--- config.mk ---
export PLATFORM = sky130hd
export DESIGN_NAME = spill_register
export DESIGN_NICKNAME = d
export VERILOG_FILES = /design/src/hdl/spill_register.sv
export SDC_FILE = /design/constraint.sdc
export NUM_CORES = 1
export LEC_CHECK = 0
export BUFFER_PORTS_ARGS = -buffer_cell sky130_fd_sc_hd__buf_2
export CELL_PAD_IN_SITES_DETAIL_PLACEMENT = 1
export CELL_PAD_IN_SITES_GLOBAL_PLACEMENT = 1
export CORE_MARGIN = 2
export CORE_UTILIZATION = 47
export CTS_CLUSTER_SIZE = 16
export DETAILED_ROUTE_END_ITERATION = 10
export PLACE_DENSITY = 0.91
export SYNTH_ARGS = -nofsm -noshare
export SYNTH_HDL_FRONTEND = slang
export SYNTH_SLANG_ARGS = --single-unit
--- constraint.sdc ---
create_clock -name clk_i -period 6.8 [get_ports clk_i]
set_clock_uncertainty 0.05 [all_clocks]
set_input_delay 0.68 -clock clk_i [delete_from_list [all_inputs] [get_ports clk_i]]
set_output_delay 0.68 -clock clk_i [all_outputs]
set_load 0.01 [all_outputs]
--- src/hdl/spill_register.sv ---
module spill_register #(
  parameter int unsigned width  = 32,
  parameter bit          bypass = 1'b0
) (
  input  logic             clk_i,
  input  logic             rst_i,
  input  logic             valid_i,
  output logic             ready_o,
  input  logic [width-1:0] data_i,
  output logic             valid_o,
  input  logic             ready_i,
  output logic [width-1:0] data_o
);

  if (bypass) begin : g_bypass
    assign valid_o = valid_i;
    assign ready_o = ready_i;
    assign data_o  = data_i;
  end else begin : g_spill
    logic             out_full, spl_full;
    logic [width-1:0] out_data, spl_data;
    logic             out_free;

    // Output slot can take a new item this cycle
    assign out_free = !out_full || ready_i;

    assign valid_o = out_full;
    assign data_o  = out_data;
    assign ready_o = !spl_full;

    always_ff @(posedge clk_i or posedge rst_i) begin
      if (rst_i) begin
        out_full <= 1'b0;
        spl_full <= 1'b0;
      end else if (out_free) begin
        out_full <= spl_full || valid_i;
        spl_full <= 1'b0;
      end else if (valid_i && !spl_full) begin
        spl_full <= 1'b1;
      end
    end

    // Older item in the spill slot moves forward first
    always_ff @(posedge clk_i) begin
      if (out_free) begin
        out_data <= spl_full ? spl_data : data_i;
      end else if (valid_i && !spl_full) begin
        spl_data <= data_i;
      end
    end
  end

endmodule

Yosys cells after proc, flatten, opt, wreduce, memory -nomap -nowiden --
Index checks and enable logic that the tools add are counted.
Storage, ports and cells: word-level logic and storage cells 15, output and inout port bits 34, register bits 66
Operators by class: bitwise operators 1, mux-type cells 3, reductions and logical operators 7
Operators by type and width (number):
- 32-bit two-way mux | 1
- 1-bit zero test | 2
- 1-bit logical OR | 2
- 1-bit two-way mux | 2
- 2-bit AND reduction | 1
- 2-bit nonzero test | 1
- 1-bit logical AND | 1
- 1-bit inverter | 1

Depth between registers and ports, before layout --
word-level depth 4, mapped depth 4, gate-level depth less buffers 2

Worst setup path after synthesis --
Ideal clock, no wire load.
path kind input-to-reg, start input port ready_i, end register g_spill.spl_data[0] (enable), stages 2, arrival time 3.987 ns, slack 2.295 ns, cell sequence nand2b_1 -> nor3b_1
On the way: longest elaborated chain between the ends 3
Ends and longest elaborated chain:
- start: declaration | RTL line 11 | input logic ready_i,
- 1-bit logical OR | RTL line 25 | assign out_free = !out_full || ready_i;
- 1-bit inverter (no source line)
- 2-bit AND reduction (no source line)
- end signal: assignment | RTL line 48 | spl_data <= data_i;
- end: declaration | RTL line 21 | logic [width-1:0] out_data, spl_data;
Every way passes these cells. A chain may end at the register's enable or synchronous reset.

Worst setup path after layout --
start register g_spill.spl_full, end output port ready_o
On the way: longest elaborated chain between the ends 1
Ends and longest elaborated chain:
- start: declaration | RTL line 20 | logic out_full, spl_full;
- start signal: assignment | RTL line 34 | spl_full <= 1'b0;
- start signal: assignment | RTL line 37 | spl_full <= 1'b0;
- start signal: assignment | RTL line 39 | spl_full <= 1'b1;
- 1-bit zero test | RTL line 29 | assign ready_o = !spl_full;
- end: declaration | RTL line 8 | output logic ready_o,
Every way passes these cells.

==> key figures <==
Synth
  – Cell area after synthesis: 2530 um^2
  – Yosys warning total: 0
  – Synth Register Bits: 66
  – Synthesized area per cell: 23.2 um^2
  – Number of instances in the synthesized netlist: about 110
  – Top cells by area, synth: sky130_fd_sc_hd__edfxtp_1 (76%), sky130_fd_sc_hd__mux2_4 (16%), sky130_fd_sc_hd__mux2_2 (2.2%)
  – Cell taking the most area after synthesis: sky130_fd_sc_hd__edfxtp_1
  – Area fraction of the dominant cell type after synthesis: 75.9%
  – Number of distinct library cells after synthesis: 12
  – Synthesized net count: 145
  – Seq/Total Area, Yosys: 77.9%

Route
  – Wire length after detailed routing: 4870 um
  – Avg Vias per Cell: 4.87
  – Initial DRC Count: 63
  – Via count: 1271
  – Residual antenna-violating net count after detailed routing: 0
  – Number of iterations in the first detailed-routing pass: 4
  – Final routed DRC violation total: 0
  – Drt wl/cell: 18.7 um

STA
  – Unrepaired setup endpoints after global routing: no
  – Summed negative setup slack over all endpoints: 0 ps
  – Max_slew headroom: between 30% and 40%
  – Least-Margin Pin Slew: 1040 ps
  – Fin. Hold Viols: 0
  – Final worst path period need: 2370 ps
  – Setup-violating endpoint count in the final report: 0
  – F_max: 422 MHz
  – Post-route clock period utilization: between 30% and 40%
  – Max Transition Viols Final: 0

CTS
  – CTS H-tree depth: 3
  – Number of setup buffers added after CTS: 0
  – PostCTS Resize Cnt: 0
  – CTS buffer count: 9
  – CTS tree: yes
  – Clk_lat worst skew: 330 ps
  – Maximum root-to-sink buffer count: 2
  – Root buffer cell: sky130_fd_sc_hd__clkbuf_8
  – Reg clk slew, reported paths: 60 ps
  – Cts-stage hold buffer count: 0
  – Number of sinks handled by clock tree synthesis: 66

Global route
  – Total congestion overflow: 0
  – GRT Resource Usage Total: 17.4%
  – Wire length of the first global-routing pass: 7670 um
  – Maximum number of pins on one net before global-route repair: 36
  – Via count of the first global-routing pass: 1347
  – Initial antenna violation count: 0

Critical path
  – Reg-to-reg slack, setup: 4800 ps
  – Required time of the worst setup path: 6070 ps
  – Number of cells on the worst reg-to-reg path: 3
  – Capture instance of the worst register-to-register path: g_spill.spl_data[6]
  – Maximum net fanout on the critical path: 35
  – Kind of critical path: flip-flop to primary output
  – CP Capture Type: primary output
  – Kind of start point of the critical path: flip-flop
  – R2r startpoint: valid_o
  – Arrival @ worst endpoint: around 1600 ps
  – Critical Path Start: g_spill.spl_full

Floorplanning
  – Core area: between 5000 and 6000 um^2
  – Total die area: 5990 um^2
  – Rows: 26
  – Die Wd: between 70 and 80 um
  – Ports placed on the boundary: 70
  – Initial core utilization: slightly below 50%
  – Chip Height: 77.4 um

Placement
  – Post-detailed-placement half-perimeter wirelength: ~3400 um
  – Dpl cells: 245
  – Global placement routability congestion: approximately 0.66
  – Count of port buffers added during placement: 69

Run status
  – Result of the run: completed

Job
  – Max Cap Violations: 0

Cells and area
  – Final Net Count: 222
  – Post-route non-filler standard cell count: approximately 260
  – Number of antenna repair diodes: 0
  – Area growth from synthesis to layout: 21.1%
  – Share of post-route cells with drive strength above 1: between 60% and 70%
  – Number of filler instances in the final layout: 498
  – Leading cell types in the layout, fill and taps excluded: sky130_fd_sc_hd__buf_2 (69), sky130_fd_sc_hd__edfxtp_1 (64), sky130_fd_sc_hd__mux2_4 (27)
  – Most common cell after layout, fill and taps aside: sky130_fd_sc_hd__buf_2

Pwr
  – Max VDD drop: 0.121 mV
  – P_leak: 1.23 nW
  – Power density over cell area: 275 nW/um^2

Hold path
  – Worst hold-check path type: input port to asynchronous set/reset pin
[flip-flops by register name, indices dropped and copies added (netlist names)]
| name | flops |
|---|---|
| g_spill.spl_data | 32 |
| data_o | 32 |
| g_spill.spl_full | 1 |
| valid_o | 1 |
[cell type report]
| type | count | area, um^2 | share of cell area [%] |
|---|---|---|---|
| Clock buffer | 10 | 128 | 4.16 |
| Clock inverter | 6 | 23.8 | 0.775 |
| Multi-Input combinational cell | 37 | 494 | 16.1 |
| Timing Repair Buffer | 70 | 353 | 11.5 |
| Tap cell | 70 | 87.6 | 2.86 |
| Inverter | 2 | 7.51 | 0.245 |
| Sequential cell | 66 | 1970 | 64.3 |
[worst max-delay path by stage]
stage	endpoint	slack, ps	depth (start not counted)
4_1_cts	ready_o	4420	2
3_3_place_gp	g_spill.spl_data[2]	4360	4
6_report	ready_o	4430	2
5_1_grt	ready_o	4340	2
2_1_floorplan	g_spill.spl_data[0]	2300	2
3_5_place_dp	g_spill.spl_data[17]	4240	4
[metal layers]
metal	vias to the layer above	track usage [%]	share of wire (%)
li1	577	-	-
met1	634	21.0	40
met4	0	9.11	2.4
met2	49	29.6	53
met5	-	0	0
met3	11	3.72	4.0
[power by group]
| group | leakage [nW] | total (mW) | switching, mW | internal [mW] |
|---|---|---|---|---|
| clock network | 0.0776 | 0.262 | 0.136 | 0.125 |
| registers | 0.636 | 0.497 | 0.0156 | 0.481 |
| logic | 0.515 | 0.0862 | 0.0398 | 0.0463 |
| total | 1.23 | 0.844 | 0.192 | 0.653 |
[cell families (layout without fill, tap and decap cells)]
family / after synthesis / in the layout / share of synthesized area [%]
buffers and inverters: 6 / 88 / 2.91
multiplexers: 32 / 32 / 18.2
flip-flops: 66 / 66 / 77.9
AND/OR/NAND/NOR: 5 / 5 / 0.988
[per-stage QoR]
stage / power [mW] / area [um^2] / hold slack, ps / setup WS, ps / util (%)
4_1_cts: 0.854 / 3070 / 133 / 4420 / 59.7
5_1_grt: 0.874 / 3070 / 142 / 4340 / 59.7
6_report: 0.844 / 3070 / 149 / 4430 / 59.7
3_3_place_gp: 0.585 / 2920 / 480 / 4360 / 56.7
3_5_place_dp: 0.593 / 2920 / 488 / 4240 / 56.7
2_1_floorplan: 0.556 / 2530 / 371 / 2300 / -
[critical path, cell delays in order (launching register included)]
cell and delay [ps]:
sky130_fd_sc_hd__dfrtp_2 1060, sky130_fd_sc_hd__inv_1 80, sky130_fd_sc_hd__buf_2 170
[synthesized netlist by cell type, drive strengths merged]
cell,count
nand2,1
nor3b,1
buf,4
inv,2
nor2,2
dfrtp,2
edfxtp,64
nand2b,1
mux2,32
Power figures use the tool's default switching activity.
