$ cat config.mk
export PLATFORM = sky130hd
export DESIGN_NAME = cc_writeback
export DESIGN_NICKNAME = d
export VERILOG_FILES = /design/src/hdl/cc_pkg.sv /design/src/hdl/cc_writeback.sv
export SDC_FILE = /design/constraint.sdc
export NUM_CORES = 2
export LEC_CHECK = 0
export BUFFER_PORTS_ARGS = -buffer_cell sky130_fd_sc_hd__buf_4
export CORE_UTILIZATION = 50
export CTS_CLUSTER_DIAMETER = 100
export DETAILED_ROUTE_END_ITERATION = 10
export GPL_TIMING_DRIVEN = 0
export HOLD_SLACK_MARGIN = 0.15
export PLACE_DENSITY = 0.65
export SLEW_MARGIN = 10
export SYNTH_ARGS = -nofsm -noshare
export SYNTH_HDL_FRONTEND = slang
export SYNTH_SLANG_ARGS = --single-unit
$ cat constraint.sdc
create_clock -name clk_i -period 48 [get_ports clk_i]
set_clock_uncertainty 0.15 [all_clocks]
set_input_delay 9.6 -clock clk_i [delete_from_list [all_inputs] [get_ports clk_i]]
set_output_delay 9.6 -clock clk_i [all_outputs]
set_load 0.03 [all_outputs]
$ cat src/hdl/cc_pkg.sv
package cc_pkg;

  // ------------------------------------------------------------
  // Configuration
  // ------------------------------------------------------------
  localparam logic [31:0] boot_addr = 32'h0000_1000;
  localparam int unsigned id_width  = 5;

  // Register (1) or bypass (0) the offload spill registers
  localparam bit reg_offload_req  = 1'b1;
  localparam bit reg_offload_resp = 1'b1;

  // ------------------------------------------------------------
  // Encodings
  // ------------------------------------------------------------
  localparam logic [6:0] opc_op        = 7'b0110011;
  localparam logic [6:0] opc_op_imm    = 7'b0010011;
  localparam logic [6:0] funct7_muldiv = 7'b0000001;
  localparam logic [2:0] f3_addi       = 3'b000;

  // RV32M operations, equal to funct3
  localparam logic [2:0] md_mul    = 3'b000;
  localparam logic [2:0] md_mulh   = 3'b001;
  localparam logic [2:0] md_mulhsu = 3'b010;
  localparam logic [2:0] md_mulhu  = 3'b011;
  localparam logic [2:0] md_div    = 3'b100;
  localparam logic [2:0] md_divu   = 3'b101;
  localparam logic [2:0] md_rem    = 3'b110;
  localparam logic [2:0] md_remu   = 3'b111;

  typedef union packed {
    struct packed {
      logic [6:0] funct7;
      logic [4:0] rs2;
      logic [4:0] rs1;
      logic [2:0] funct3;
      logic [4:0] rd;
      logic [6:0] opcode;
    } r_type;
    struct packed {
      logic [11:0] imm;
      logic [4:0]  rs1;
      logic [2:0]  funct3;
      logic [4:0]  rd;
      logic [6:0]  opcode;
    } i_type;
  } inst_t;

endpackage

$ cat src/hdl/cc_writeback.sv
module cc_writeback (
  input  logic                        clk_i,
  input  logic                        rst_i,
  input  logic                        alu_valid_i,
  input  logic [4:0]                  alu_rd_i,
  input  logic [31:0]                 alu_data_i,
  input  logic                        resp_valid_i,
  output logic                        resp_ready_o,
  input  logic [31:0]                 resp_data_i,
  input  logic [cc_pkg::id_width-1:0] resp_id_i,
  input  logic [4:0]                  rs1_addr_i,
  input  logic [4:0]                  rs2_addr_i,
  output logic [31:0]                 rs1_data_o,
  output logic [31:0]                 rs2_data_o,
  output logic                        clear_valid_o,
  output logic [4:0]                  clear_rd_o,
  output logic                        retire_valid_o,
  output logic [4:0]                  retire_rd_o,
  output logic [31:0]                 retire_data_o
);

  logic [31:0] regs [31:1];
  logic        wr_valid;
  logic [4:0]  wr_rd;
  logic [31:0] wr_data;

  // ALU wins, offload response waits a cycle
  assign resp_ready_o  = !alu_valid_i;
  assign clear_valid_o = resp_valid_i && !alu_valid_i;
  assign clear_rd_o    = resp_id_i;

  assign wr_valid = alu_valid_i || clear_valid_o;
  assign wr_rd    = alu_valid_i ? alu_rd_i : resp_id_i;
  assign wr_data  = alu_valid_i ? alu_data_i : resp_data_i;

  assign rs1_data_o = (rs1_addr_i == '0) ? '0 : regs[rs1_addr_i];
  assign rs2_data_o = (rs2_addr_i == '0) ? '0 : regs[rs2_addr_i];

  always_ff @(posedge clk_i or posedge rst_i) begin
    if (rst_i) begin
      for (int i = 1; i < 32; i++) begin
        regs[i] <= '0;
      end
      retire_valid_o <= 1'b0;
    end else begin
      retire_valid_o <= wr_valid;
      if (wr_valid && wr_rd != '0) begin
        regs[wr_rd] <= wr_data;
      end
    end
  end

  always_ff @(posedge clk_i) begin
    retire_rd_o   <= wr_rd;
    retire_data_o <= (wr_rd == '0) ? '0 : wr_data;
  end

endmodule

Word-level counts from Yosys, hierarchy flattened
Index checks and enable logic that the tools add are counted.

Word-level logic and storage cells: 58. Flip-flop bits (word level): 1030. Input bits: 88. Output and inout bits: 109.

Reductions and logical operators: 9. Multiplexer cells: 11. Magnitude comparators: 4.

Operator list (count): $bwmux W992 (1); $bmux W32 S5 (2); $mux W32 (6); $demux W32 S5 (1); $lt A5 B6 Y1 const B (3); $logic_not A5 Y1 (3); $ge A5 B1 Y1 const B (1); $mux W5 (1); $reduce_bool A5 Y1 (1); $logic_and A1 B1 Y1 (3); $logic_not A1 Y1 (1); $logic_or A1 B1 Y1 (1).

Depth between registers and ports, before layout
Depth after elaboration: 6. Gate-level depth with buffers: 9. Gate-level depth less buffers: 5.

Worst setup path before layout
Ideal clock, no wire load.

Kind: input port to output port. Start point: input port rs1_addr_i[1]. End point: output port rs1_data_o[31]. Cell stages on the path: 7. Path slack: 26.348 ns. Data required time: 38.250 ns. Path buffers: 3. Data arrival time: 11.902 ns. Path through: clkbuf_1 -> buf_2 -> nor2b_1 -> clkbuf_1 -> a22oi_1 -> o2111a_1 -> nor4b_1.

Cells in the longest elaborated chain, start to end: 3. Elaborated cells on any way between the ends: 4. Those cells by class: mux: 3; reduce/logical: 1.

Ends and longest elaborated chain: start: declaration (RTL line cc_writeback.sv:11) `input logic [4:0] rs1_addr_i,`; $bmux W32 S5 (RTL line cc_writeback.sv:36) `assign rs1_data_o = (rs1_addr_i == '0) ? '0 : regs[rs1_addr_i];`; $mux W32 (not written as such) (RTL line cc_writeback.sv:36); $mux W32 (*) (RTL line cc_writeback.sv:36); end: declaration (RTL line cc_writeback.sv:13) `output logic [31:0] rs1_data_o,`.

Mark *: on every way between the ends. The rest lies on a longest branch, timed or not. The select of a mux whose other input is x is not followed.

Final worst setup path
Start point: input port rs1_addr_i[2]. End point: output port rs1_data_o[29].

Same word-level chain as after synthesis.

==> metrics <==
status=finished with violations; failing checks=design-rule violations, max-capacitance violations; Max Freq=0.0423 GHz; I/O Buffers=187; Max Slew Vio Count=0; via count=45,700; Yosys warnings=0; core area=106,000 um2; mapped cell area=53,500 um2; # fillers=9,297; fin nets=5,662; aggregate global routing overflow=0; critical path endpoint=rs1_data_o[29]; drt wl/cell=29.0 um; Worst Setup Path Type=in2out; worst path required time=38,250 ps; TritonCTS clock tree=yes; #FFs+latches synth=1,030; Die ar.=108,000 um2; first-pass GRT wire length=299 mm; die width=329 um; RD Place Congestion=1.01; Clock Pin Slew Worst Setup and Hold Paths=50 ps; # Post-CTS Setup Buffers=0; count of flip-flops with a built-in enable after synthesis=0; Worst setup SP type=input port; total power=3.04 mW; Clock Tree Buf Depth=3; RSZ-0062 raised after global routing=false; Final Hold Fails=0; drc violations=22; Final ANT Viol Nets=0; Area Overhead vs Synth=13.5%; share of layout cells above drive strength 1=17.1%; first-pass iteration count of the detailed router=9; reg-to-reg endpoint=regs[573]; Initial Util=50.6%; commonest non-fill, non-tap cells in the layout=dfrtp_1 (993), mux2i_1 (612), nor2_1 (548); Post-CTS Hold Buffers=0; initial antenna violation count=3; H-tree Lvls=3; Top FF cell, synth=dfrtp_1; Rows=119; die height=329 um; largest net degree at the start of global routing=118; clk_lat worst skew=710 ps; dpl hpwl=156 mm; Worst R2R Start=regs[573]; Final Setup Violations=0; Mean Syn Cell Area=10.2 um2; Worst R2R Path Depth=2; peak supply drop=32.4 uV; Syn Inst Count=5,265; number of max-cap violations=3; Core Util, Final=57.4%; final worst-path cycle share=49.3%; min Tclk post-route=23,660 ps; leak pwr=27.5 nW; clk root buf=clkbuf_16; Worst-Margin Slew=1450 ps; pwr dens=50.1 nW/um2; final hold slack=346 ps; R2R setup slack=47,060 ps; Seq/Total Area, Yosys=47.8%; number of global-route vias before repair=44,800; initial DRC count=5,298; Relative slew margins=0.693%; critical path fanouts, max=10; DR vias/cell=6.47; asr flop ratio synth=96.4%; commonest non-fill, non-tap cell in the layout=dfrtp_1; total clock sinks=1,030; Unique masters post-synth=57; Worst Path Arrival=13,910 ps; Boundary Pins=197; CP Launch Point=rs1_addr_i[2]; Syn Nets=5,353; WL final=205 mm; CTS Buf Count=111; Worst Hold Class=reg2reg; Worst Setup End Kind=output pin; CTS resizes=0; total track usage=37.7%
==> flip-flops by register name, summed over array words and instances, names as in the netlist <==
signal and count:
regs 992, retire_valid_o 1, retire_rd_o 5, retire_data_o 32
==> how the worst min path moves through the flow <==
stage               startpoint        end  slack (ps)  cells past startpoint
global placement     regs[309]  regs[309]         320                      2
CTS                  regs[103]  regs[103]         350                      2
finish               regs[164]  regs[164]         350                      2
floorplan            regs[160]  regs[160]         310                      2
detailed placement   regs[103]  regs[103]         340                      2
global route         regs[130]  regs[130]         370                      2
==> per-stage QoR <==
stage	instance area, um2	setup WS [ps]	setup TNS (ps)	cells
floorplan	53500	10310	0	5265
global placement	56700	-1130	-921050	6843
detailed placement	56900	24640	0	6852
CTS	60700	24630	0	7058
global route	60700	24580	0	7058
finish	60700	24340	0	7060
==> layer usage <==
| layer | vias up | track usage (%) | wire [um] |
|---|---|---|---|
| met3 | 487 | 10.9 | 22800 |
| met2 | 2526 | 57.4 | 91600 |
| met4 | 2 | 16.3 | 9750 |
| met5 | - | 0 | 13 |
| li1 | 19600 | - | - |
| met1 | 23000 | 50.1 | 80800 |
==> cell type report <==
cell class,count,area [um2],area share [%]
Sequential cell,1030,25600,42.1
Multi-Input combinational cell,3621,25300,41.6
Clock buffer,169,3360,5.54
Buffer,547,2400,3.95
Tap cell,1391,1740,2.87
Timing Repair Buffer,196,1650,2.72
Clock inverter,37,433,0.713
Inverter,67,259,0.427
Antenna cell,2,5.00,0.00824
==> cell families (layout without fill, tap and decap cells) <==
kind of cell | Yosys count | in the layout | synth area share (%)
AOI/OAI and AO/OA | 1466 | 1466 | 16.7
DFF | 1030 | 1030 | 47.8
buffers and inverters | 614 | 1016 | 4.95
and+or+nand+nor | 1219 | 1219 | 9.55
other | 0 | 2 | 0
muxes | 936 | 936 | 21.0
==> synth_stat cells (129+ instances only) <==
cell type / count / share of area [%]
o21ai_0: 386 / 3.6
buf_2: 162 / 1.5
a21oi_1: 484 / 4.5
nor2_1: 548 / 3.8
o22ai_1: 318 / 3.7
clkbuf_1: 344 / 2.4
mux4_2: 129 / 5.4
dfrtp_1: 993 / 46
mux2_2: 193 / 4.1
mux2i_1: 614 / 11
nand2_1: 422 / 3.0
nor3_1: 192 / 1.8
==> power breakdown <==
| group | total, mW | internal, mW | switching, mW |
|---|---|---|---|
| registers | 1.34 | 1.13 | 0.209 |
| clock network | 0.901 | 0.529 | 0.372 |
| logic | 0.804 | 0.355 | 0.449 |
| total | 3.04 | 2.01 | 1.03 |
==> worst max-delay path, cell delays in order <==
cell      delay [ps]
buf_4             90
clkbuf_1         610
buf_1            770
nand2_1          720
clkbuf_1         650
o22ai_1          410
nor3_1           100
nor3_1           650
buf_4            280
(Power assumes the default switching activity.)
