File: src/hdl/cc_pkg.sv
package cc_pkg;

  // ------------------------------------------------------------
  // Configuration
  // ------------------------------------------------------------
  localparam logic [31:0] boot_addr = 32'h0000_1000;
  localparam int unsigned id_width  = 5;

  // Register (1) or bypass (0) the offload spill registers
  localparam bit reg_offload_req  = 1'b1;
  localparam bit reg_offload_resp = 1'b1;

  // ------------------------------------------------------------
  // Encodings
  // ------------------------------------------------------------
  localparam logic [6:0] opc_op        = 7'b0110011;
  localparam logic [6:0] opc_op_imm    = 7'b0010011;
  localparam logic [6:0] funct7_muldiv = 7'b0000001;
  localparam logic [2:0] f3_addi       = 3'b000;

  // RV32M operations, equal to funct3
  localparam logic [2:0] md_mul    = 3'b000;
  localparam logic [2:0] md_mulh   = 3'b001;
  localparam logic [2:0] md_mulhsu = 3'b010;
  localparam logic [2:0] md_mulhu  = 3'b011;
  localparam logic [2:0] md_div    = 3'b100;
  localparam logic [2:0] md_divu   = 3'b101;
  localparam logic [2:0] md_rem    = 3'b110;
  localparam logic [2:0] md_remu   = 3'b111;

  typedef union packed {
    struct packed {
      logic [6:0] funct7;
      logic [4:0] rs2;
      logic [4:0] rs1;
      logic [2:0] funct3;
      logic [4:0] rd;
      logic [6:0] opcode;
    } r_type;
    struct packed {
      logic [11:0] imm;
      logic [4:0]  rs1;
      logic [2:0]  funct3;
      logic [4:0]  rd;
      logic [6:0]  opcode;
    } i_type;
  } inst_t;

endpackage

File: src/hdl/cc_core.sv
module cc_core (
  input  logic                        clk_i,
  input  logic                        rst_i,
  input  logic                        fetch_valid_i,
  input  cc_pkg::inst_t               fetch_word_i,
  output logic                        stall_o,
  output logic [4:0]                  rs1_addr_o,
  output logic [4:0]                  rs2_addr_o,
  input  logic [31:0]                 rs1_data_i,
  input  logic [31:0]                 rs2_data_i,
  output logic                        alu_valid_o,
  output logic [4:0]                  alu_rd_o,
  output logic [31:0]                 alu_data_o,
  output logic                        req_valid_o,
  input  logic                        req_ready_i,
  output logic [2:0]                  req_op_o,
  output logic [31:0]                 req_arga_o,
  output logic [31:0]                 req_argb_o,
  output logic [cc_pkg::id_width-1:0] req_id_o,
  input  logic                        clear_valid_i,
  input  logic [cc_pkg::id_width-1:0] clear_rd_i,
  output logic                        illegal_o
);

  import cc_pkg::*;

  logic [31:0] pending;
  logic [4:0]  rs1, rs2, rd;
  logic        is_addi, is_md, hazard;
  logic [31:0] rs1_val, rs2_val, imm_ext;

  // ------------------------------------------------------------
  // Decode
  // ------------------------------------------------------------
  assign rs1 = fetch_word_i.r_type.rs1;
  assign rs2 = fetch_word_i.r_type.rs2;
  assign rd  = fetch_word_i.r_type.rd;

  assign is_addi = (fetch_word_i.i_type.opcode == opc_op_imm) &&
                   (fetch_word_i.i_type.funct3 == f3_addi);
  assign is_md   = (fetch_word_i.r_type.opcode == opc_op) &&
                   (fetch_word_i.r_type.funct7 == funct7_muldiv);
  assign imm_ext = {{20{fetch_word_i.i_type.imm[11]}}, fetch_word_i.i_type.imm};

  // rs2 only matters for register-register forms
  assign hazard  = pending[rs1] || (is_md && pending[rs2]) || pending[rd];

  assign stall_o   = fetch_valid_i && (is_addi || is_md) &&
                     (hazard || (is_md && !req_ready_i));
  assign illegal_o = fetch_valid_i && !is_addi && !is_md;

  assign rs1_addr_o = rs1;
  assign rs2_addr_o = rs2;

  // Last ALU result is not yet in the register file
  assign rs1_val = (alu_valid_o && alu_rd_o == rs1 && rs1 != '0) ? alu_data_o : rs1_data_i;
  assign rs2_val = (alu_valid_o && alu_rd_o == rs2 && rs2 != '0) ? alu_data_o : rs2_data_i;

  // ------------------------------------------------------------
  // Offload issue
  // ------------------------------------------------------------
  assign req_valid_o = fetch_valid_i && is_md && !hazard;
  assign req_op_o    = fetch_word_i.r_type.funct3;
  assign req_arga_o  = rs1_val;
  assign req_argb_o  = rs2_val;
  assign req_id_o    = rd;

  always_ff @(posedge clk_i or posedge rst_i) begin
    if (rst_i) begin
      pending     <= '0;
      alu_valid_o <= 1'b0;
    end else begin
      alu_valid_o <= fetch_valid_i && is_addi && !hazard;
      if (clear_valid_i) begin
        pending[clear_rd_i] <= 1'b0;
      end
      if (req_valid_o && req_ready_i && rd != '0) begin
        pending[rd] <= 1'b1;
      end
    end
  end

  always_ff @(posedge clk_i) begin
    alu_rd_o   <= rd;
    alu_data_o <= rs1_val + imm_ext;
  end

endmodule

File: config.mk
export PLATFORM = sky130hd
export DESIGN_NAME = cc_core
export DESIGN_NICKNAME = d
export VERILOG_FILES = /design/src/hdl/cc_pkg.sv /design/src/hdl/cc_core.sv
export SDC_FILE = /design/constraint.sdc
export NUM_CORES = 1
export LEC_CHECK = 0
export BUFFER_PORTS_ARGS = -buffer_cell sky130_fd_sc_hd__buf_4
export CAP_MARGIN = 20
export CORE_ASPECT_RATIO = 0.6
export CORE_MARGIN = 4
export CORE_UTILIZATION = 35
export CTS_CLUSTER_DIAMETER = 80
export DETAILED_ROUTE_END_ITERATION = 8
export PLACE_DENSITY_LB_ADDON = 0.05
export SETUP_SLACK_MARGIN = 0.4
export SLEW_MARGIN = 20
export SYNTH_ARGS = -nofsm -noshare
export SYNTH_HDL_FRONTEND = slang
export SYNTH_SLANG_ARGS = --single-unit
export TNS_END_PERCENT = 30
File: constraint.sdc
create_clock -name clk_i -period 11 [get_ports clk_i]
set_input_delay 0.55 -clock clk_i [delete_from_list [all_inputs] [get_ports clk_i]]
set_output_delay 0.55 -clock clk_i [all_outputs]
set_load 0.1 [all_outputs]
After elaboration in Yosys (flattened, before gate mapping)
Cells that the tools add are included.
W data, S select, Z words.
{"block": "op_classes", "n_addsub": 1, "n_lt_le_gt_ge": 6, "eq_ne": 5, "n_mux": 14, "n_bitwise": 3, "n_reduce_logical": 32}
{"op": "$mux W32", "n": 4}
{"op": "$add A32 B32 Y32", "n": 1}
{"op": "$and A32 B32 Y32", "n": 1}
{"op": "$not A32 Y32", "n": 1}
{"op": "$or A32 B32 Y32", "n": 1}
{"op": "$lt A5 B6 Y1 const B", "n": 4}
{"op": "$logic_and A1 B1 Y1", "n": 20}
{"op": "$bmux W1 S5", "n": 3}
{"op": "$reduce_bool A5 Y1", "n": 3}
{"op": "$demux W1 S5", "n": 2}
{"op": "$eq A5 B5 Y1", "n": 2}
{"op": "$ge A5 B1 Y1 const B", "n": 2}
{"op": "$eq A7 B1 Y1 const B", "n": 1}
{"op": "$eq A7 B5 Y1 const B", "n": 1}
{"op": "$eq A7 B6 Y1 const B", "n": 1}
{"op": "$mux W1", "n": 5}
{"op": "$logic_not A1 Y1", "n": 4}
{"op": "$logic_or A1 B1 Y1", "n": 4}
{"op": "$logic_not A3 Y1", "n": 1}
{"block": "word_totals", "ff_bits": 70, "input_bits": 106, "out_inout_bits": 123}

Longest topological paths before layout
{"block": "logic_depth", "word_depth": 10, "ltp_mapped": 20}

Worst setup path after synthesis
OpenSTA, ideal clock, no wires.
{"block": "synth_path", "path_kind": "flip-flop to flip-flop", "startpoint": "register alu_rd_o[4]", "endpoint": "register alu_data_o[29]", "setup_ps": 123, "arrival_ps": 4718, "t_required_ps": 10877, "path_slack_ps": 6159, "path_stages_with_launch": 16, "n_path_buf": 2, "period_less_slack_ps": 4841, "path_cell_list": "dfxtp_1 a21oi_1 nor4_1 and3_1 clkbuf_1 buf_1 mux2_2 ha_1 a21o_1 o21bai_1 o221a_2 o21ai_0 a211oi_1 o31ai_1 a21oi_1 xor2_1"}
{"block": "synth_via", "elab_chain_len": 5}
{"element": "start, declared", "line_no": "cc_core.sv:12", "rtl": "output logic [4:0] alu_rd_o,"}
{"element": "start signal, assigned", "line_no": "cc_core.sv:84", "rtl": "alu_rd_o <= rd;"}
{"element": "$eq A5 B5 Y1", "line_no": "cc_core.sv:56", "rtl": "assign rs1_val = (alu_valid_o && alu_rd_o == rs1 && rs1 != '0) ? alu_data_o : rs1_data_i;"}
{"element": "$logic_and A1 B1 Y1 (2 in series)", "line_no": "cc_core.sv:56"}
{"element": "$mux W32", "line_no": "cc_core.sv:56"}
{"element": "via req_arga_o[4]", "line_no": "cc_core.sv:17", "rtl": "output logic [31:0] req_arga_o,"}
{"element": "$add A32 B32 Y32", "line_no": "cc_core.sv:85", "rtl": "alu_data_o <= rs1_val + imm_ext;"}
{"element": "end signal, assigned", "line_no": "cc_core.sv:85"}
{"element": "end, declared", "line_no": "cc_core.sv:13", "rtl": "output logic [31:0] alu_data_o,"}
The timed path passes the listed nets, and every way through them passes these cells.

Final worst setup path
{"block": "layout_path", "startpoint": "input fetch_word_i[15] (netlist name)", "endpoint": "register alu_data_o[29]"}
{"block": "layout_via", "elab_chain_len": 5, "elab_cells_between_ends": 6}
{"element": "start, declared", "line_no": "cc_core.sv:5", "rtl": "input cc_pkg::inst_t fetch_word_i,"}
{"element": "$eq A5 B5 Y1", "line_no": "cc_core.sv:56"}
{"element": "$logic_and A1 B1 Y1", "line_no": "cc_core.sv:56"}
{"element": "$logic_and A1 B1 Y1 *", "line_no": "cc_core.sv:56"}
{"element": "$mux W32 *", "line_no": "cc_core.sv:56"}
{"element": "$add A32 B32 Y32 *", "line_no": "cc_core.sv:85"}
Mark *: on every way between the ends. The rest lies on a longest branch, timed or not.

==> metrics.cfg <==
[floorplan]
die_w_um = 173
die_h_um = 107
coreArea_mm2 = 0.0157
initial_core_util_pct = 36.5
ios = 229
rows = 35
dieArea_mm2 = 0.0186

[layout]
syn_to_final_growth_pct = 35.7
fin_cells = 982
fillCellCount = 1472
drive_gt1_share_pct = 46.0
final_area_mm2 = 0.00780
nets = 912
fin_util_pct = 49.6
antenna_cells = 0

[clock_tree]
clock_latency_ns = 0.33
cts_hold_buf = 0
cts_tree = built
post_cts_buffers = 0
cts.clk_slew.worst_paths_ns = 0.06
cts_buffers = 9
cts_resized = 0
cts_max_level = 3
clock_sinks = 70
clockBufferDepth = 2
root_buffer = clkbuf_16

[placement]
port_buffers = 228
post-dp-hpwl_mm = 16.3
gp_routability_congestion = 0.918
dp.cells = 966
placed_area_mm2 = 0.00749

[sta]
finalCritPeriodShare_pct = 45.2
max_clock_freq_ghz = 0.201
rsz0062_at_grt = no
tns_ns = 0
maxSlewHeadroom_pct = 36.5
setup_viol = 0
period_minus_slack_ns = 4.98
fin_skew_ns = 0.00731
drv_slew = 0
tightestPinTransition_ns = 0.951
final-hold-violation-count = 0

[worst_setup_path]
path_buf_inv = 1
worstPathCellList = buf_4, nor4_1, nor3_1, a21oi_1, nor4_1, and3_2, mux2_2, ha_1, a21o_1, o21bai_1, o221a_2, o21ai_0, a211oi_1, o31ai_1, a21oi_1, xor2_1
critical_path_class = input port to flip-flop
cp-start-kind = input port
worst_path_dominant_cell_family = compound AO/OA/AOI/OAI gates
cp_max_fo = 32
endpoint_kind = flip-flop
crit_slowest_cell = and3_2
cp.arrival_ns = 5.19
crit_required_ns = 11.22
slowest_delay_ns = 0.81

[power_and_ir_drop]
p_total_uw = 1170
power-per-cell-area_mw_per_mm2 = 150
pwr-share-clk_pct = 26.2
switchingPower_uw = 559
internal_power_uw = 614
sw_frac_of_total_pct = 47.7
leakagePower_uw = 0.00352
p_comb_share_pct = 47.7
vdd_drop_max_mv = 0.0871
seqPwrFrac_pct = 26.2

[global_route]
first_global_vias = 5637
gr-total-overflow = 0
antenna_found_initial = 0
grt_max_degree = 35
grt_pass1_wl_mm = 32.1
grtUsageTotal_pct = 21.8

[routing]
drc = 0
wl_per_cell_um = 21.4
dr.pass1.iters = 5
drtIter0Drc = 337
postRouteAntennaNets = 0
vias = 5587
drt-total-wl_mm = 21.0
drt-vias-per-instance = 5.69

[synthesis]
synthFlopType = dfxtp_1
yosysTopAreaCellShare_pct = 14.4
yosys.cell_types.count = 55
async_flop_share_pct = 47.1
synth-seq-area-share_pct = 27.3
synth.most_common_cell = mux2_2
syn_area_per_cell_um2 = 9.96
ys_seq_elements = 70
yosys_warnings = 0
yosysTopAreaCell = dfrtp_1
synth_edf_count = 0
synth.net_count = 715
synth_area_leaders = dfrtp_1 14%, dfxtp_1 13%, mux2_2 13%, mux4_2 9.4%, ha_1 6.8%
syn_inst = 577
syn-cell-area_mm2 = 0.00575
netlist_top_cells_count = 64 x mux2_2, 48 x o21ai_0, 37 x a21oi_1, 37 x dfxtp_1, 33 x dfrtp_1

[worst_hold_path]
hp-class = input port to asynchronous set/reset pin

[job]
cap_violations = 0

[outcome]
status = finished, final reports clean

-- cell type report --
type | instances | area (um2) | share of cell area, %
multi-input combinational | 446 | 3870 | 49.7
clock inverter | 3 | 40.0 | 0.513
tap | 203 | 254 | 3.26
clock buffer | 13 | 272 | 3.48
sequential | 70 | 1570 | 20.1
inverter | 16 | 60.1 | 0.770
timing repair buffer | 231 | 1730 | 22.2
-- path summary, 6_finish.rpt --
kind / startpoint / end / slack (ns) / cells after the start
worst max-delay path: fetch_word_i[15] / alu_data_o[29] / 6.02 / 16
worst min-delay path: rst_i / pending[30] / 0.33 / 3
worst max register to register: alu_rd_o[4] / alu_data_o[29] / 6.14 / 14
worst min register to register: pending[27] / pending[27] / 0.57 / 2
max in group asynchronous: rst_i / pending[2] / 10.34 / 3
min in group clk_i: fetch_word_i[9] / alu_rd_o[2] / 0.46 / 1
-- cells in the final DEF (no fill, tap or decap), drive strengths merged, types with 2 or more instances in the layout --
cell type and n:
nand2 23, mux4 24, and3 5, inv 16
nor3 7, ha 31, o31ai 2, or3 3
clkinv 2, nor2 24, or2 3, o21a 7
o21bai 3, o211ai 2, a21o 12, nand3 18
xnor2 21, nand2b 6, o21ai 48, nand3b 9
mux2 64, dfxtp 37, a21oi 37, o41ai 32
nor4 9, or3b 3, xor2 14, dfrtp 33
a211oi 4, clkbuf 13, and2 3, nor2b 5
a31oi 3, o22ai 3, buf 231, mux2i 5
-- flip-flops by register name, indices dropped and copies added (netlist names) --
register     flops
alu_data_o      32
alu_rd_o         5
alu_valid_o      1
pending         32
-- tightest hold or removal path, cell delays in order --
cell   delay (ns)
buf_4        0.11
inv_1        0.04
buf_4        0.39
-- through the flow --
| stage | hold WS [ns] | worst slack (ns) |
|---|---|---|
| after floorplan | 0.492 | 6.16 |
| after global placement | 0.543 | 5.86 |
| after detailed placement | 0.541 | 5.75 |
| after CTS | 0.343 | 6.12 |
| after global routing | 0.372 | 5.67 |
| final | 0.332 | 6.02 |
-- cells by family after synthesis --
family,Yosys count,synth area share (%)
and+or+nand+nor,121,11.0
xor gates and xnor gates,35,5.34
AOI/OAI and AO/OA,165,20.8
adders and majority gates,32,7.10
buffers and inverters,61,5.66
DFF,70,27.3
muxes,93,22.8
-- per-layer routing --
| layer | wire (um) | vias to the layer above | GRT usage, % |
|---|---|---|---|
| met4 | 140 | 0 | 3.24 |
| met1 | 9640 | 2686 | 30.6 |
| met2 | 8930 | 302 | 32.4 |
| li1 | - | 2586 | - |
| met5 | 0 | - | 0 |
| met3 | 2270 | 13 | 8.46 |
-- power groups by stage --
stage	Clock (uW)	Combinational (uW)	Sequential [uW]
6_report	307	559	307
5_1_grt	323	582	311
4_1_cts	315	560	307
3_5_place_dp	0	559	311
3_3_place_gp	0	558	311
2_1_floorplan	0	237	496
(Power assumes the default switching activity.)
