File: config.mk
export PLATFORM = sky130hd
export DESIGN_NAME = cc_muldiv
export DESIGN_NICKNAME = d
export VERILOG_FILES = /design/src/hdl/cc_pkg.sv /design/src/hdl/cc_muldiv.sv
export SDC_FILE = /design/constraint.sdc
export NUM_CORES = 2
export LEC_CHECK = 0
export BUFFER_PORTS_ARGS = -buffer_cell sky130_fd_sc_hd__buf_2
export CAP_MARGIN = 10
export CELL_PAD_IN_SITES_DETAIL_PLACEMENT = 0
export CELL_PAD_IN_SITES_GLOBAL_PLACEMENT = 1
export CORE_UTILIZATION = 47
export DETAILED_ROUTE_END_ITERATION = 10
export GPL_ROUTABILITY_DRIVEN = 0
export GPL_TIMING_DRIVEN = 0
export PLACE_DENSITY_LB_ADDON = 0.15
export SYNTH_ARGS = -nofsm -noshare
export SYNTH_HDL_FRONTEND = slang
export SYNTH_SLANG_ARGS = --single-unit
File: constraint.sdc
create_clock -name clk_i -period 3.04 [get_ports clk_i]
set_input_delay 0.608 -clock clk_i [delete_from_list [all_inputs] [get_ports clk_i]]
set_output_delay 0.608 -clock clk_i [all_outputs]
set_load 0.05 [all_outputs]
File: src/hdl/cc_pkg.sv
package cc_pkg;

  // ------------------------------------------------------------
  // Configuration
  // ------------------------------------------------------------
  localparam logic [31:0] boot_addr = 32'h0000_1000;
  localparam int unsigned id_width  = 5;

  // Register (1) or bypass (0) the offload spill registers
  localparam bit reg_offload_req  = 1'b1;
  localparam bit reg_offload_resp = 1'b1;

  // ------------------------------------------------------------
  // Encodings
  // ------------------------------------------------------------
  localparam logic [6:0] opc_op        = 7'b0110011;
  localparam logic [6:0] opc_op_imm    = 7'b0010011;
  localparam logic [6:0] funct7_muldiv = 7'b0000001;
  localparam logic [2:0] f3_addi       = 3'b000;

  // RV32M operations, equal to funct3
  localparam logic [2:0] md_mul    = 3'b000;
  localparam logic [2:0] md_mulh   = 3'b001;
  localparam logic [2:0] md_mulhsu = 3'b010;
  localparam logic [2:0] md_mulhu  = 3'b011;
  localparam logic [2:0] md_div    = 3'b100;
  localparam logic [2:0] md_divu   = 3'b101;
  localparam logic [2:0] md_rem    = 3'b110;
  localparam logic [2:0] md_remu   = 3'b111;

  typedef union packed {
    struct packed {
      logic [6:0] funct7;
      logic [4:0] rs2;
      logic [4:0] rs1;
      logic [2:0] funct3;
      logic [4:0] rd;
      logic [6:0] opcode;
    } r_type;
    struct packed {
      logic [11:0] imm;
      logic [4:0]  rs1;
      logic [2:0]  funct3;
      logic [4:0]  rd;
      logic [6:0]  opcode;
    } i_type;
  } inst_t;

endpackage

File: src/hdl/cc_muldiv.sv
module cc_muldiv (
  input  logic                        clk_i,
  input  logic                        rst_i,
  input  logic                        req_valid_i,
  output logic                        req_ready_o,
  input  logic [2:0]                  req_op_i,
  input  logic [31:0]                 req_arga_i,
  input  logic [31:0]                 req_argb_i,
  input  logic [cc_pkg::id_width-1:0] req_id_i,
  output logic                        resp_valid_o,
  input  logic                        resp_ready_i,
  output logic [31:0]                 resp_data_o,
  output logic [cc_pkg::id_width-1:0] resp_id_o
);

  import cc_pkg::*;

  logic               busy, req_xfer, is_div, div_sgn, a_neg, b_neg;
  logic               mul_asgn, mul_bsgn;
  logic signed [65:0] mul_prod;
  logic [31:0]        mul_res;
  logic [5:0]         div_cnt;
  logic [31:0]        div_rem, div_quo, div_dvs, div_q, div_r;
  logic               div_negq, div_negr, div_isrem;
  logic [32:0]        rem_shift;
  logic [33:0]        rem_diff;

  assign req_ready_o = !busy && (!resp_valid_o || resp_ready_i);
  assign req_xfer    = req_valid_i && req_ready_o;
  assign is_div      = req_op_i[2];

  // ------------------------------------------------------------
  // Multiplier
  // ------------------------------------------------------------
  assign mul_asgn = (req_op_i == md_mulh) || (req_op_i == md_mulhsu);
  assign mul_bsgn = (req_op_i == md_mulh);
  assign mul_prod = $signed({mul_asgn & req_arga_i[31], req_arga_i}) *
                    $signed({mul_bsgn & req_argb_i[31], req_argb_i});
  assign mul_res  = (req_op_i == md_mul) ? mul_prod[31:0] : mul_prod[63:32];

  // ------------------------------------------------------------
  // Divider, one quotient bit per cycle
  // ------------------------------------------------------------
  assign div_sgn   = (req_op_i == md_div) || (req_op_i == md_rem);
  assign a_neg     = div_sgn && req_arga_i[31];
  assign b_neg     = div_sgn && req_argb_i[31];
  assign rem_shift = {div_rem, div_quo[31]};
  assign rem_diff  = {1'b0, rem_shift} - {2'b00, div_dvs};
  assign div_q     = div_negq ? -div_quo : div_quo;
  assign div_r     = div_negr ? -div_rem : div_rem;

  always_ff @(posedge clk_i or posedge rst_i) begin
    if (rst_i) begin
      busy         <= 1'b0;
      resp_valid_o <= 1'b0;
    end else begin
      if (resp_valid_o && resp_ready_i) begin
        resp_valid_o <= 1'b0;
      end
      if (req_xfer) begin
        busy         <= is_div;
        resp_valid_o <= !is_div;
      end else if (busy && div_cnt == 6'd32) begin
        busy         <= 1'b0;
        resp_valid_o <= 1'b1;
      end
    end
  end

  always_ff @(posedge clk_i) begin
    if (req_xfer) begin
      resp_id_o <= req_id_i;
      if (!is_div) begin
        resp_data_o <= mul_res;
      end
      div_cnt   <= '0;
      div_rem   <= '0;
      div_quo   <= a_neg ? -req_arga_i : req_arga_i;
      div_dvs   <= b_neg ? -req_argb_i : req_argb_i;
      // Division by zero keeps the all-ones quotient
      div_negq  <= (a_neg ^ b_neg) && (req_argb_i != '0);
      div_negr  <= a_neg;
      div_isrem <= req_op_i[1];
    end else if (busy) begin
      div_cnt <= div_cnt + 6'd1;
      if (div_cnt == 6'd32) begin
        resp_data_o <= div_isrem ? div_r : div_q;
      end else if (!rem_diff[33]) begin
        div_rem <= rem_diff[31:0];
        div_quo <= {div_quo[30:0], 1'b1};
      end else begin
        div_rem <= rem_shift[31:0];
        div_quo <= {div_quo[30:0], 1'b0};
      end
    end
  end

endmodule

# == Yosys cells after proc, flatten, opt, wreduce, memory -nomap -nowiden ==
# Index checks and enable logic that the tools add are counted.
# word_totals
regBits,144
in_bits,76
output_inout_bits,39
word_cells,71
# classes
add_sub_neg,6
multipliers,1
eq_ne,7
muxes,20
bitwise,4
reduce_logical,22
# op_table
op,count
32-bit 2-to-1 mux,14
32-bit negator,4
33-bit by 33-bit multiplier with 64-bit output,1
33-bit by 32-bit subtractor with 34-bit output,1
32-bit nonzero test,1
1-bit logical AND,7
6-bit by 1-bit adder with 6-bit output (second input constant),1
3-bit == test (second input constant),2
6-bit == test (second input constant),1
1-bit 2-to-1 mux,6
2-bit nonzero test,3
2-bit != test (second input constant),2
2-bit AND reduction,2
3-bit by 1-bit == test with 1-bit output (second input constant),1
3-bit by 2-bit == test with 1-bit output (second input constant),1
1-bit logical NOT,3
3-bit logical NOT,1
1-bit logical OR,3
3-bit AND reduction,1
3-bit nonzero test,1
1-bit bitwise AND,2
1-bit NOT,1
1-bit XOR,1

# == Logic depth before layout (Yosys ltp) ==
# logic_depth
ltp_word,7
mapped_depth,32

# == Worst setup path before layout ==
# Ideal clock, no wire load.
# synth_timing
path_kind,input to register
from,in req_arga_i[31]
to,reg resp_data_o[30] (data pin)
setup_time_ps,270
t_arrival_ps,8758
path_slack_ps,-5988
stages,29
path_buffers,3
path_cell_list,clkbuf_1 -> inv_1 -> nor3_1 -> clkbuf_1 -> clkbuf_1 -> nand2_1 -> fa_1 -> fa_1 -> inv_1 -> fa_1 -> inv_1 -> fa_1 -> inv_1 -> fa_1 -> fa_1 -> fa_1 -> inv_1 -> fa_1 -> inv_1 -> ha_1 -> a21o_1 -> a21o_1 -> a211oi_1 -> nand2_1 -> o21ai_0 -> o21ai_0 -> a221oi_1 -> mux2i_1 -> a21oi_1
# synth_via
elab_chain_cells,5
# synth_lines
element,line_no,text
from (decl),cc_muldiv.sv:7,"input logic [31:0] req_arga_i,"
1-bit bitwise AND,cc_muldiv.sv:37,"assign mul_prod = $signed({mul_asgn & req_arga_i[31], req_arga_i}) *"
33-bit by 33-bit multiplier with 64-bit output (*),cc_muldiv.sv:37,
32-bit 2-to-1 mux (*),cc_muldiv.sv:39,assign mul_res = (req_op_i == md_mul) ? mul_prod[31:0] : mul_prod[63:32];
32-bit 2-to-1 mux (*),cc_muldiv.sv:73,if (!is_div) begin
32-bit 2-to-1 mux (*),cc_muldiv.sv:71,if (req_xfer) begin
to (signal assigned),cc_muldiv.sv:74,resp_data_o <= mul_res;
to (signal assigned),cc_muldiv.sv:87,resp_data_o <= div_isrem ? div_r : div_q;
to (decl),cc_muldiv.sv:12,"output logic [31:0] resp_data_o,"
# Every way passes the cells marked *; elsewhere a longest branch is shown, timed or not. The select of a mux whose other input is x is not followed.
# A chain may end at the register's enable or synchronous reset.

# == Worst setup path after layout ==
# layout_timing
from,in req_op_i[0]
to,reg resp_data_o[30] (data pin)
# layout_via
elab_chain_cells,7
elab_cells_between_ends,10
cone_classes,mul (1); eq/ne (2); mux (3); bitwise (2); reduce/logical (2)
# layout_lines
element,line_no,text
from (decl),cc_muldiv.sv:6,"input logic [2:0] req_op_i,"
3-bit by 1-bit == test with 1-bit output or 3-bit by 2-bit == test with 1-bit output (tied branches),"cc_muldiv.sv:35, cc_muldiv.sv:36",
1-bit logical OR,cc_muldiv.sv:35,assign mul_asgn = (req_op_i == md_mulh) || (req_op_i == md_mulhsu);
1-bit bitwise AND,cc_muldiv.sv:37,
33-bit by 33-bit multiplier with 64-bit output,cc_muldiv.sv:37,
32-bit 2-to-1 mux (*),cc_muldiv.sv:39,
32-bit 2-to-1 mux (*),cc_muldiv.sv:73,
32-bit 2-to-1 mux (*),cc_muldiv.sv:71,
# Marks and branches as above.

==> metrics <==
CTS root buf clkbuf_16; Arr. time, crit path 8.56 ns; critical path peak fanout 9; cell repeated most along the worst path fa_1; Die H ~320 um; required time of the critical path 3.20 ns; clk slew on worst S/H paths 0.06 ns; largest family of logic cells by synthesized area adder cells; Clock Path Buffers 2; CORE AREA between 100000 and 150000 sq um; Slew HR 0.183; adder-cell area share of the yosys netlist 0.532; post-route clock period utilization 2.76; Vias 40600; Starting DRT DRC Count 4319; status complete, but fails checks; Via-to-Cell Ratio roughly 5.7; DP HPWL 160000 um; Setup Crit Path Kind input pin to flop; RSZ-0062 raised after global routing yes; final worst setup slack -5.36 ns; Syn Inst Count 5465; fillcell total about 9000; pins over their slew limit 0; Sequential Area between 3000 and 4000 sq um; Mapped Nets 6917; HP Class input pin to asynchronous set/reset pin; xor and xnor fraction of the mapped netlist area 0.0394; Worst-Margin Slew 1.22 ns; Initial Util 0.474; hold_ws 0.0218 ns; sequential fraction of the synthesis area 0.0815; CTS buffer count 17; first-pass iteration count of the detailed router 6; CP Launch Type input pin; ys async rst share 0.0139; CTS tree built; vias in the first global route 41000; EDFF count, synth 104; post-route ant nets 0; Final Net Count 7199; first-pass GRT wire length 285000 um; Most used DFF post-synth edfxtp_1; area of the mapped netlist 48300 sq um; Setup Viol. Count Final 32; clk_skew 0.00797 ns; Unique masters post-synth 73; Die ar. 104000 sq um; final WL 201000 um; largest net degree at the start of global routing 37; post-synthesis mux area share 0.00298; gr usage total 0.392; wire length per cell 28.2 um; area occupied by multi-input gates approximately 40000 sq um; mean post-synth cell area 8.83 sq um; Worst-Skew Late Latency roughly 0.44 ns; Worst setup EP type flop; number of max-cap violations 0; Highest Clock Rate roughly 120 MHz; Yosys Warn Count 0; area share of and/or/nand/nor cells after synthesis 0.150; IO Count between 100 and 150; port buffer count 61; final hold vios 0; Core Rows ~120; final worst path period need 8.40 ns; initial antenna violation count 25; DRC Markers 0; Area growth, synth to finish 21.1%; critical path's slowest cell fa_2; Chip Width 322 um; hold buffers post-CTS 0; flops & latches, synth about 140; total grt overflow 0; CP max stage delay 0.66 ns; clk sinks 144; failing checks negative setup slack; Compound-Gate Fraction of Synth Area 0.0730; number of H-tree levels 4; layout cell share with drive strength beyond 1 0.177
==> synthesized netlist by cell type, types with 14 or more instances <==
library cell  count  area [sq um]
a211oi_1         22           165
a21o_1           45           338
a21oi_1         149           746
a31oi_1          23           144
and2_1          309          1930
buf_1            35           131
clkbuf_1        293          1100
dfxtp_1          38           761
edfxtp_1        104          3120
fa_1           1126         22500
ha_1            250          3130
inv_1          1225          4600
nand2_1         920          3450
nand2b_1         16           100
nand3_1          34           170
nand4_1          18           113
nor2_1          172           646
nor3_1           28           140
nor4_1           14          87.6
o211ai_1         17           128
o21a_1           14           105
o21ai_0         163           816
o21bai_1         16           120
o31ai_1          30           225
o41ai_1          19           166
or3_1            19           119
xnor2_1         117          1020
xor2_1          100           876
==> what timing repair did <==
action | in CTS | in global routing
resized for setup | 908 | 226
buffers inserted | 164 | 64
gates cloned | 1 | 1
setup endpoints to repair | 87 | 133
pin swaps | 160 | 145
==> cell families (layout without fill, tap and decap cells) <==
kind of cell | after synthesis | in the layout
and+or+nand+nor | 1595 | 1595
buffers and inverters | 1558 | 1853
adders and majority gates | 1376 | 1376
AOI/OAI and AO/OA | 561 | 561
xor gates and xnor gates | 217 | 217
DFF | 144 | 144
muxes | 14 | 14
other | 0 | 11
==> routing by layer <==
layer,vias up,routed length (um),global-route usage
met2,2320,86800,0.584
met1,20800,76200,0.518
li1,16900,-,-
met3,588,23000,0.0941
met5,-,68,0
met4,10,15100,0.237
==> final cells by class <==
cell class	instances	share of cell area
repair buffers	284	0.0422
clock inverters	14	0.00394
multi-input cells	3763	0.701
clock buffers	18	0.00734
diodes	11	0.000471
well taps	1368	0.0293
flip-flops and latches	144	0.0680
inverters	1225	0.0793
plain buffers	312	0.0689
==> worst paths after layout <==
kind	slack [ns]	cells after the start	start	endpoint
min	0.02	2	rst_i	busy
max	-5.36	33	req_op_i[0]	resp_data_o[30]
min in group clk_i	0.35	1	req_id_i[3]	resp_id_o[3]
max reg2reg	-0.54	8	div_rem[2]	resp_data_o[17]
min reg2reg	0.53	1	resp_valid_o	resp_valid_o
max in group asynchronous	2.89	2	rst_i	resp_valid_o
==> worst max-delay path, delay by kind of cell <==
family	cells	cell delay (ns)
adder cells (fa/ha/maj)	9	4.51
AO/OA/AOI/OAI	7	1.34
buffers and inverters	12	1.14
multiplexers	1	0.36
AND/OR/NAND/NOR	3	0.31
XOR/XNOR	1	0.26
==> flip-flops by register name, indices dropped and copies added (netlist names) <==
register and flops:
div_isrem 1, div_negq 1, div_quo 32, resp_valid_o 1, div_negr 1, div_cnt 6
resp_id_o 5, div_rem 32, div_dvs 32, resp_data_o 32, busy 1
==> metrics by stage <==
stage	cells	setup TNS (ns)	cell area [sq um]	util	setup slack [ns]
after floorplan	5465	-167.39	49200	-	-5.13
after global placement	6894	-335.45	51200	0.503	-7.14
after detailed placement	6898	-259.74	51300	0.504	-7.18
after CTS	7075	-151.75	57200	0.562	-5.30
after global routing	7130	-158.23	58400	0.574	-5.49
final	7139	-155.55	58500	0.575	-5.36
==> placed cells by master, fill, tap and decap left out, drive strengths merged, types with 11 or more instances in the layout <==
master and n:
o211ai 19, clkbuf 274, or3 21, a31oi 23, nor2b 12, ha 250, edfxtp 104, xor2 100
buf 340, o31ai 33, or4 15, mux2i 11, o21ai 165, nand2b 16, nand4 18, diode 11
nor4 14, a211oi 22, nor3 29, nor2 172, inv 1220, and2 309, nand2 920, a21oi 149
o41ai 21, dfxtp 38, nand3 34, a21o 45, xnor2 117, o21a 14, fa 1126, o21bai 16
Power is not shown: default switching activity piles up to over one toggle a cycle in this logic, so the estimate is an artifact.
